[src/hdl/scroll_pkg.sv]
// Shared types and register map of the scroll control block, imported by each RTL module
package scroll_pkg;

    // One CPU write on the character RAM bus, held stable while req is high
    typedef struct packed {
        logic [10:0] addr;    // word address, bits 11..1
        logic [15:0] data;
        logic [1:0]  dsn;     // active low byte strobes, bit 1 is the upper byte
    } cpu_wr_t;

    // Decoded write handed from the decoder to the register file
    typedef struct packed {
        logic        hit;
        logic [2:0]  idx;
        logic [15:0] data;
        logic [1:0]  dsn;
        logic        valid;
        logic [3:0]  rsvd;
    } reg_sel_t;

    // Active scroll state of one tilemap layer
    typedef struct packed {
        logic [3:0][3:0] pages;   // one page per quadrant, indexed by {y[8], x[9]}
        logic [15:0]     hpos;
        logic [15:0]     vpos;
    } layer_scroll_t;

    // Raw screen position from the video timing
    typedef struct packed {
        logic [9:0] h;
        logic [7:0] v;
    } scr_pos_t;

    // Tilemap address of one layer
    typedef struct packed {
        logic [3:0] page;
        logic [4:0] row;
        logic [5:0] col;
    } tile_addr_t;

    // Byte offsets inside the 512-byte register window
    localparam logic [8:0] REG_S1_PG_FL = 9'h08e;
    localparam logic [8:0] REG_S1_PG_NF = 9'h09e;
    localparam logic [8:0] REG_S2_PG_FL = 9'h08c;
    localparam logic [8:0] REG_S2_PG_NF = 9'h09c;
    localparam logic [8:0] REG_S1_VPOS  = 9'h124;
    localparam logic [8:0] REG_S2_VPOS  = 9'h126;
    localparam logic [8:0] REG_S1_HPOS  = 9'h1f8;
    localparam logic [8:0] REG_S2_HPOS  = 9'h1fa;

    // Register file slots
    localparam logic [2:0] IDX_S1_PG_FL = 3'd0;
    localparam logic [2:0] IDX_S1_PG_NF = 3'd1;
    localparam logic [2:0] IDX_S2_PG_FL = 3'd2;
    localparam logic [2:0] IDX_S2_PG_NF = 3'd3;
    localparam logic [2:0] IDX_S1_VPOS  = 3'd4;
    localparam logic [2:0] IDX_S2_VPOS  = 3'd5;
    localparam logic [2:0] IDX_S1_HPOS  = 3'd6;
    localparam logic [2:0] IDX_S2_HPOS  = 3'd7;

endpackage

[src/hdl/mmr_decode.sv]
// CPU write decoder, checks the register window, picks the register and answers req with ack
module mmr_decode import scroll_pkg::*; #(
    parameter logic [2:0] WIN_BASE = 3'd7
) (
    input  logic     clk,
    input  logic     arst_n,
    input  logic     req,
    input  cpu_wr_t  wr,
    output logic     ack,
    output reg_sel_t sel
);

    logic       new_req;
    logic       in_win;
    logic [8:0] offset;
    logic       known;
    logic [2:0] idx;
    logic       valid_q;
    logic       hit_q;
    logic [2:0] idx_q;
    logic [15:0] data_q;
    logic [1:0] dsn_q;

    // A request is new only while the previous one has been fully released
    assign new_req = req && !ack;

    // Bits 11..9 select the window
    assign in_win = (wr.addr[10:8] == WIN_BASE);

    // Byte offset of the word inside the window
    assign offset = {wr.addr[7:0], 1'b0};

    // Offset to register slot
    always_comb begin
        known = 1'b1;
        idx   = IDX_S1_PG_FL;
        case (offset)
            REG_S1_PG_FL: idx = IDX_S1_PG_FL;
            REG_S1_PG_NF: idx = IDX_S1_PG_NF;
            REG_S2_PG_FL: idx = IDX_S2_PG_FL;
            REG_S2_PG_NF: idx = IDX_S2_PG_NF;
            REG_S1_VPOS:  idx = IDX_S1_VPOS;
            REG_S2_VPOS:  idx = IDX_S2_VPOS;
            REG_S1_HPOS:  idx = IDX_S1_HPOS;
            REG_S2_HPOS:  idx = IDX_S2_HPOS;
            default:      known = 1'b0;
        endcase
    end

    // Four-phase handshake
    // ack rises with the valid pulse and drops one edge after req goes low
    always_ff @(posedge clk or negedge arst_n) begin
        if (!arst_n) begin
            ack     <= 1'b0;
            valid_q <= 1'b0;
        end else begin
            valid_q <= new_req;
            if (new_req) begin
                ack <= 1'b1;
            end else if (!req) begin
                ack <= 1'b0;
            end
        end
    end

    // Write payload, captured once per request
    // Misses and all-strobes-high writes are acked but carry no hit
    always_ff @(posedge clk) begin
        if (new_req) begin
            hit_q  <= in_win && known && (wr.dsn != 2'b11);
            idx_q  <= idx;
            data_q <= wr.data;
            dsn_q  <= wr.dsn;
        end
    end

    assign sel = '{hit: hit_q, idx: idx_q, data: data_q, dsn: dsn_q,
                   valid: valid_q, rsvd: 4'h0};

endmodule

[src/hdl/scroll_regs.sv]
// Scroll register file with byte-lane writes and the flip-dependent page word per layer
module scroll_regs import scroll_pkg::*; (
    input  logic          clk,
    input  logic          arst_n,
    input  logic          flip,
    input  reg_sel_t      sel,
    output layer_scroll_t lay1,
    output layer_scroll_t lay2
);

    // Eight 16-bit registers, slot numbers from the package
    logic [7:0][15:0] regs;

    // Active page words, one per layer
    logic [3:0][3:0] pg1_q;
    logic [3:0][3:0] pg2_q;

    // Lane merge
    // A high strobe keeps the old byte of that lane
    function automatic logic [15:0] byte_merge(
        input logic [15:0] old,
        input logic [15:0] din,
        input logic [1:0]  dsn
    );
        logic [7:0] hi;
        logic [7:0] lo;
        hi = dsn[1] ? old[15:8] : din[15:8];
        lo = dsn[0] ? old[7:0] : din[7:0];
        return {hi, lo};
    endfunction

    // Register update
    // Decode has already qualified hit against window, offset and strobes
    always_ff @(posedge clk or negedge arst_n) begin
        if (!arst_n) begin
            regs <= '0;
        end else if (sel.valid && sel.hit) begin
            regs[sel.idx] <= byte_merge(regs[sel.idx], sel.data, sel.dsn);
        end
    end

    // Page word selection
    // Follows flip one cycle later, and a page write one cycle after the register
    always_ff @(posedge clk or negedge arst_n) begin
        if (!arst_n) begin
            pg1_q <= '0;
            pg2_q <= '0;
        end else begin
            pg1_q <= flip ? regs[IDX_S1_PG_FL] : regs[IDX_S1_PG_NF];
            pg2_q <= flip ? regs[IDX_S2_PG_FL] : regs[IDX_S2_PG_NF];
        end
    end

    // Layer 1 state
    assign lay1 = '{
        pages: pg1_q,
        hpos:  regs[IDX_S1_HPOS],
        vpos:  regs[IDX_S1_VPOS]
    };

    // Layer 2 state
    assign lay2 = '{
        pages: pg2_q,
        hpos:  regs[IDX_S2_HPOS],
        vpos:  regs[IDX_S2_VPOS]
    };

    // Scroll words reach the layers straight from the registers
    // so a scroll write shows up one edge before a page write does

endmodule

[src/hdl/scroll_addr.sv]
// Two-stage tilemap address generator, one screen position in per cycle, result two cycles later
module scroll_addr import scroll_pkg::*; (
    input  logic          clk,
    input  logic          arst_n,
    input  scr_pos_t      pos,
    input  layer_scroll_t lay1,
    input  layer_scroll_t lay2,
    output tile_addr_t    tile1,
    output tile_addr_t    tile2
);

    // Scrolled point on the 1024x512 plane with the page word of the same cycle
    typedef struct packed {
        logic [9:0]      x;
        logic [8:0]      y;
        logic [3:0][3:0] pages;
    } stage_t;

    stage_t lay1_q;
    stage_t lay2_q;

    // Stage one math
    // Widths give the wrap at 1024 and 512 for free
    function automatic stage_t scroll_pt(input scr_pos_t p, input layer_scroll_t l);
        stage_t s;
        s.x     = p.h + l.hpos[9:0];
        s.y     = {1'b0, p.v} + l.vpos[8:0];
        s.pages = l.pages;
        return s;
    endfunction

    // Stage two slicing
    // Quadrant is {y[8], x[9]}, tiles are 8x8 pixels
    function automatic tile_addr_t to_tile(input stage_t s);
        tile_addr_t t;
        t.page = s.pages[{s.y[8], s.x[9]}];
        t.row  = s.y[7:3];
        t.col  = s.x[8:3];
        return t;
    endfunction

    // Stage one
    always_ff @(posedge clk or negedge arst_n) begin
        if (!arst_n) begin
            lay1_q <= '0;
            lay2_q <= '0;
        end else begin
            lay1_q <= scroll_pt(pos, lay1);
            lay2_q <= scroll_pt(pos, lay2);
        end
    end

    // Stage two
    // Uses the page word carried along, not the live one
    always_ff @(posedge clk or negedge arst_n) begin
        if (!arst_n) begin
            tile1 <= '0;
            tile2 <= '0;
        end else begin
            tile1 <= to_tile(lay1_q);
            tile2 <= to_tile(lay2_q);
        end
    end

endmodule

[src/hdl/scroll_sys.sv]
// Scroll control top level, ties CPU decode, scroll registers and tile address pipeline together
module scroll_sys import scroll_pkg::*; #(
    parameter logic [2:0] WIN_BASE = 3'd7
) (
    input  logic       clk,
    input  logic       arst_n,
    input  logic       flip,
    // CPU write side
    input  cpu_wr_t    wr,
    input  logic       req,
    output logic       ack,
    // Video side
    input  scr_pos_t   pos,
    output tile_addr_t tile1,
    output tile_addr_t tile2
);

    reg_sel_t      sel;
    layer_scroll_t lay1;
    layer_scroll_t lay2;

    // Address decode and handshake
    mmr_decode #(
        .WIN_BASE (WIN_BASE)
    ) u_decode (
        .clk    (clk),
        .arst_n (arst_n),
        .req    (req),
        .wr     (wr),
        .ack    (ack),
        .sel    (sel)
    );

    // Register file
    scroll_regs u_regs (
        .clk    (clk),
        .arst_n (arst_n),
        .flip   (flip),
        .sel    (sel),
        .lay1   (lay1),
        .lay2   (lay2)
    );

    // Tile address pipeline
    scroll_addr u_addr (
        .clk    (clk),
        .arst_n (arst_n),
        .pos    (pos),
        .lay1   (lay1),
        .lay2   (lay2),
        .tile1  (tile1),
        .tile2  (tile2)
    );

endmodule

[config.mk]
export PLATFORM = sky130hd
export DESIGN_NAME = scroll_sys
export DESIGN_NICKNAME = d
export VERILOG_FILES = /design/src/hdl/scroll_pkg.sv /design/src/hdl/mmr_decode.sv /design/src/hdl/scroll_regs.sv /design/src/hdl/scroll_addr.sv /design/src/hdl/scroll_sys.sv
export SDC_FILE = /design/constraint.sdc
export NUM_CORES = 1
export LEC_CHECK = 0
export BUFFER_PORTS_ARGS = -buffer_cell sky130_fd_sc_hd__buf_2
export CORE_AREA = 5 5 189 191
export CTS_CLUSTER_SIZE = 25
export DETAILED_ROUTE_END_ITERATION = 10
export DIE_AREA = 0 0 194 196
export PLACE_DENSITY = 0.49
export REMOVE_ABC_BUFFERS = 1
export SYNTH_ARGS = -nofsm -noshare
export SYNTH_HDL_FRONTEND = slang
export SYNTH_SLANG_ARGS = --single-unit
[constraint.sdc]
create_clock -name clk -period 2.3 [get_ports clk]
set_input_delay 0.46 -clock clk [delete_from_list [all_inputs] [get_ports clk]]
set_output_delay 0.46 -clock clk [all_outputs]
set_load 0.05 [all_outputs]
==> summary by stage <==
Outcome
The flow ran to the end, and the final reports show no timing, DRC or antenna violations.

Yosys
The mapped netlist covers 11700 sq um. sky130_fd_sc_hd__dfrtp_1 takes more of the synthesized area than any other cell. The proportion of netlist area held by the largest area contributor is 53.6%. Among all cell types in the netlist, the one instantiated most often is sky130_fd_sc_hd__dfrtp_1. In the synthesized netlist, the cells that appear most often are sky130_fd_sc_hd__dfrtp_1 (250), sky130_fd_sc_hd__nand2_1 (149), sky130_fd_sc_hd__o21ai_0 (74).

Among all flip-flop cells after synthesis, the most frequent one is sky130_fd_sc_hd__dfrtp_1. In this run the mean area of a mapped cell was 12.3 sq um. The number of synthesized register bits is 272. The sequential share of the synthesized area is 59.2%. The share of synthesized flip-flops with an asynchronous set or reset is 91.9%. The synthesized design contains 22 enable-type register cells. The count of unique library cells instantiated by Yosys is 50. Yosys attributes the largest share of cell area to sky130_fd_sc_hd__dfrtp_1 (54%), sky130_fd_sc_hd__mux2i_1 (5.8%), sky130_fd_sc_hd__edfxtp_1 (5.7%). The number of cells produced by synthesis is 947. Yosys printed 0 warnings.

STA
The smallest clock period supported by the final layout is computed as 2.01 ns. Clock skew on the completed layout was measured at 0.0102 ns. The final hold slack is 0.0761 ns. For this run, the top clock speed supported by timing is 496 MHz. The total count of max-transition violations in the final report came to 0. For the final routed database, the setup TNS stands at 0 ns. The setup-violating endpoint count in the final report is 0. The hold violation total from the final report came to 0.

After layout, the worst path uses 87.6% of the clock period. Setup repair after global routing left no endpoint under its margin. Headroom to the max-slew limit came out at 60.3%. The setup slack after layout is 0.286 ns. The worst-margin pin slew is 0.596 ns.

Routing
The first routing iteration left 349 violations. After detailed routing, the number of remaining DRC violations is 0. The routed design uses 12.8 mm of met2 wire. In this run the remaining antenna-violating nets after routing total 0. After detailed routing, the met3 layer carries 1.18 mm of wire. The met1 wire length is 13.5 mm. For this run, the detailed router's first-pass iteration total came to 5. Routed signal wires occupy layers up through met4. After detailed routing, the total wire length is 28.0 mm. The routed via count is 7431. The average wire per cell in the routed design is 18.3 microns. The routed via count divided by cell count is 4.85.

Power
The worst supply voltage drop on vdd is 0.536 mV. Summed over all cells, the static leakage comes to 6.27 nW. The power density of the placed cells is 939 nW/um^2.

The total power draw is 13.1 mW.

Worst setup path
The critical path arrival is 2.43 ns. The most critical setup path has its startpoint at u_decode.idx_q[0]$_SDFFCE_PN0P_. The worst setup path is captured at a flip-flop.

The startpoint of the lowest-slack register-to-register path is u_decode.idx_q[0]$_SDFFCE_PN0P_. The worst path required time is 2.71 ns. The critical path goes through buf_12 -> buf_4 -> mux2i_1 -> o22ai_2 -> o31ai_4 -> o21ai_0.

The worst setup path is launched from a flip-flop. The number of cells on the worst reg-to-reg path is 6. For this design, the slowest cell found on the critical path is sky130_fd_sc_hd__o31ai_4.

The maximum net fanout on the critical path is 25. The category of the most critical setup path is reg -> reg. The highest cell delay on the worst timing path is 0.48 ns.

Floorplanning
The region available for standard cell placement spans 33900 sq um. The I/O pin count is 82. The area enclosed by the die boundary is 38000 sq um.

The die extent in x is 194 microns. The initial utilization of the core area, before any placement, comes to 34.4%. The die is 196 microns tall. The initialized floorplan defines 68 standard-cell rows.

Layout
Cells with a size suffix above 1 make up 24.5% of the layout. The layout has 3200 filler cells. The number of antenna diodes in the final layout is 0.

The number of nets in the final layout is 1135. The post-route cell area is 13900 sq um. The utilization after layout is 41.0%. After the flow finishes, the layout carries non-filler instances totaling 1533. Relative to the synthesized area, the layout overhead comes to 19.2%.

Clocking
The number of buffers on the longest clock path is 3. TritonCTS built the clock tree. Buffers inserted during clock tree synthesis total 31.

In this run the clock root is driven by a sky130_fd_sc_hd__clkbuf_16. The post-CTS setup buffer count is 0. The CTS H-tree depth is 1. The source-to-sink clock delay at the later pin of the worst-skew pair is 0.56 ns. The clock-pin transition on the worst setup and hold timing paths is 0.06 ns. The TritonCTS sink count is 272.

GRT
The via count of the first global-routing pass is 7616. The first global-routing pass estimated 44.7 mm of wire. The initial antenna violation count was 0. Entering global routing, the biggest net connects 63 pins. Global routing used 14.8% of the available tracks.

The total congestion overflow after global routing is 0.

Placed design
The congestion estimate from routability-driven global placement came to 0.774. The estimated wirelength of the detail-placed design is 19.4 mm. The post-detailed-placement cell area is 12800 sq um. Once placement completed, the tool counted placed cells totaling 1474. The worst setup timing slack at the placement stage is 0.269 ns. In this run the tool buffered the top-level ports with 81 buffer cells.

Worst hold path
The tightest min-delay check is of the in -> reg type. The startpoint of the lowest-slack hold path is wr[10]. The number of cells on the worst hold path is 1.

Job
The number of maximum-capacitance constraint violations is 0.
-- layer usage --
layer	GRT usage, %	vias up
met4	3.41	0
met1	21.6	3626
met2	23.3	134
li1	-	3636
met5	0	-
met3	2.37	35
-- path summary, 6_finish.rpt --
path                                                end  slack (ns)
setup / recovery            u_regs.regs[37]$_DFFE_PN0P_        0.29
hold / removal             u_decode.data_q[8]$_DFFE_PP_        0.08
setup reg to reg            u_regs.regs[37]$_DFFE_PN0P_        0.29
hold reg to reg             u_addr.lay2_q[10]$_DFF_PN0_        0.34
max in group asynchronous   u_regs.regs[60]$_DFFE_PN0P_        1.12
min in group asynchronous   u_addr.lay1_q[29]$_DFF_PN0_        0.41
-- flip-flops by register name, indices dropped and copies added, names as in the netlist, 15 cells and up --
| register | flops |
|---|---|
| u_addr.lay1_q | 29 |
| u_addr.tile1 | 15 |
| u_addr.lay2_q | 29 |
| u_regs.regs | 64 |
| u_addr.tile2 | 15 |
| u_regs.lay2 | 48 |
| u_decode.data_q | 16 |
| u_regs.lay1 | 48 |
-- cell usage in the layout, fill, tap and decap left out, types with 13 or more instances in the layout --
cell type                   Yosys  layout
sky130_fd_sc_hd__dfrtp_1      250     250
sky130_fd_sc_hd__nand2_1      149     149
sky130_fd_sc_hd__buf_2          3      80
sky130_fd_sc_hd__o21ai_0       74      74
sky130_fd_sc_hd__mux2i_1       68      68
sky130_fd_sc_hd__o21ai_1       58      58
sky130_fd_sc_hd__clkbuf_16      0      33
sky130_fd_sc_hd__mux2_2        32      32
sky130_fd_sc_hd__ha_1          30      30
sky130_fd_sc_hd__buf_4          4      30
sky130_fd_sc_hd__edfxtp_1      22      22
sky130_fd_sc_hd__o22ai_2       18      18
sky130_fd_sc_hd__a21oi_1       16      16
sky130_fd_sc_hd__nand3_1       16      16
sky130_fd_sc_hd__or2_2         16      16
sky130_fd_sc_hd__o31ai_4       16      16
sky130_fd_sc_hd__xnor2_1       14      14
sky130_fd_sc_hd__nor3_1        14      14
sky130_fd_sc_hd__o22ai_1       14      14
sky130_fd_sc_hd__nor2_1        13      13
-- power breakdown --
part	internal, mW	total (mW)	switching (mW)	leakage (nW)
logic	0.731	2.04	1.31	2.28
clock network	3.18	5.18	2.00	0.540
registers	5.50	5.85	0.344	3.45
-- logic make-up (layout without fill, tap and decap cells) --
| group | count (synthesis) | after routing | synth area share, % |
|---|---|---|---|
| AO/OA/AOI/OAI | 225 | 225 | 14.1 |
| XOR/XNOR | 22 | 22 | 1.65 |
| adder cells (fa/ha/maj) | 30 | 30 | 3.21 |
| buffers and inverters | 53 | 184 | 2.31 |
| flip-flops | 272 | 272 | 59.2 |
| multiplexers | 108 | 108 | 10.5 |
| AND/OR/NAND/NOR | 237 | 237 | 9.07 |
-- worst max-delay path: cells and delay by family (launching register included) --
kind	cells	cell delay (ns)
flops	1	0.37
mux	1	0.25
compound gates	3	0.80
buf+inv	2	0.42
-- repair_timing --
action,4_1_cts,5_1_grt
hold buffers,2,0
resized for setup,0,0
hold endpoints to repair,48,0
-- layout make-up --
class	instances	area, sq um	area share, %
Inverter	6	22.5	0.162
Timing Repair Buffer	121	821	5.90
Multi-Input combinational cell	622	4490	32.3
Clock inverter	18	209	1.50
Clock buffer	39	888	6.38
Sequential cell	272	6920	49.7
Tap cell	455	569	4.09
No activity file was read; power rests on OpenSTA's default activity.
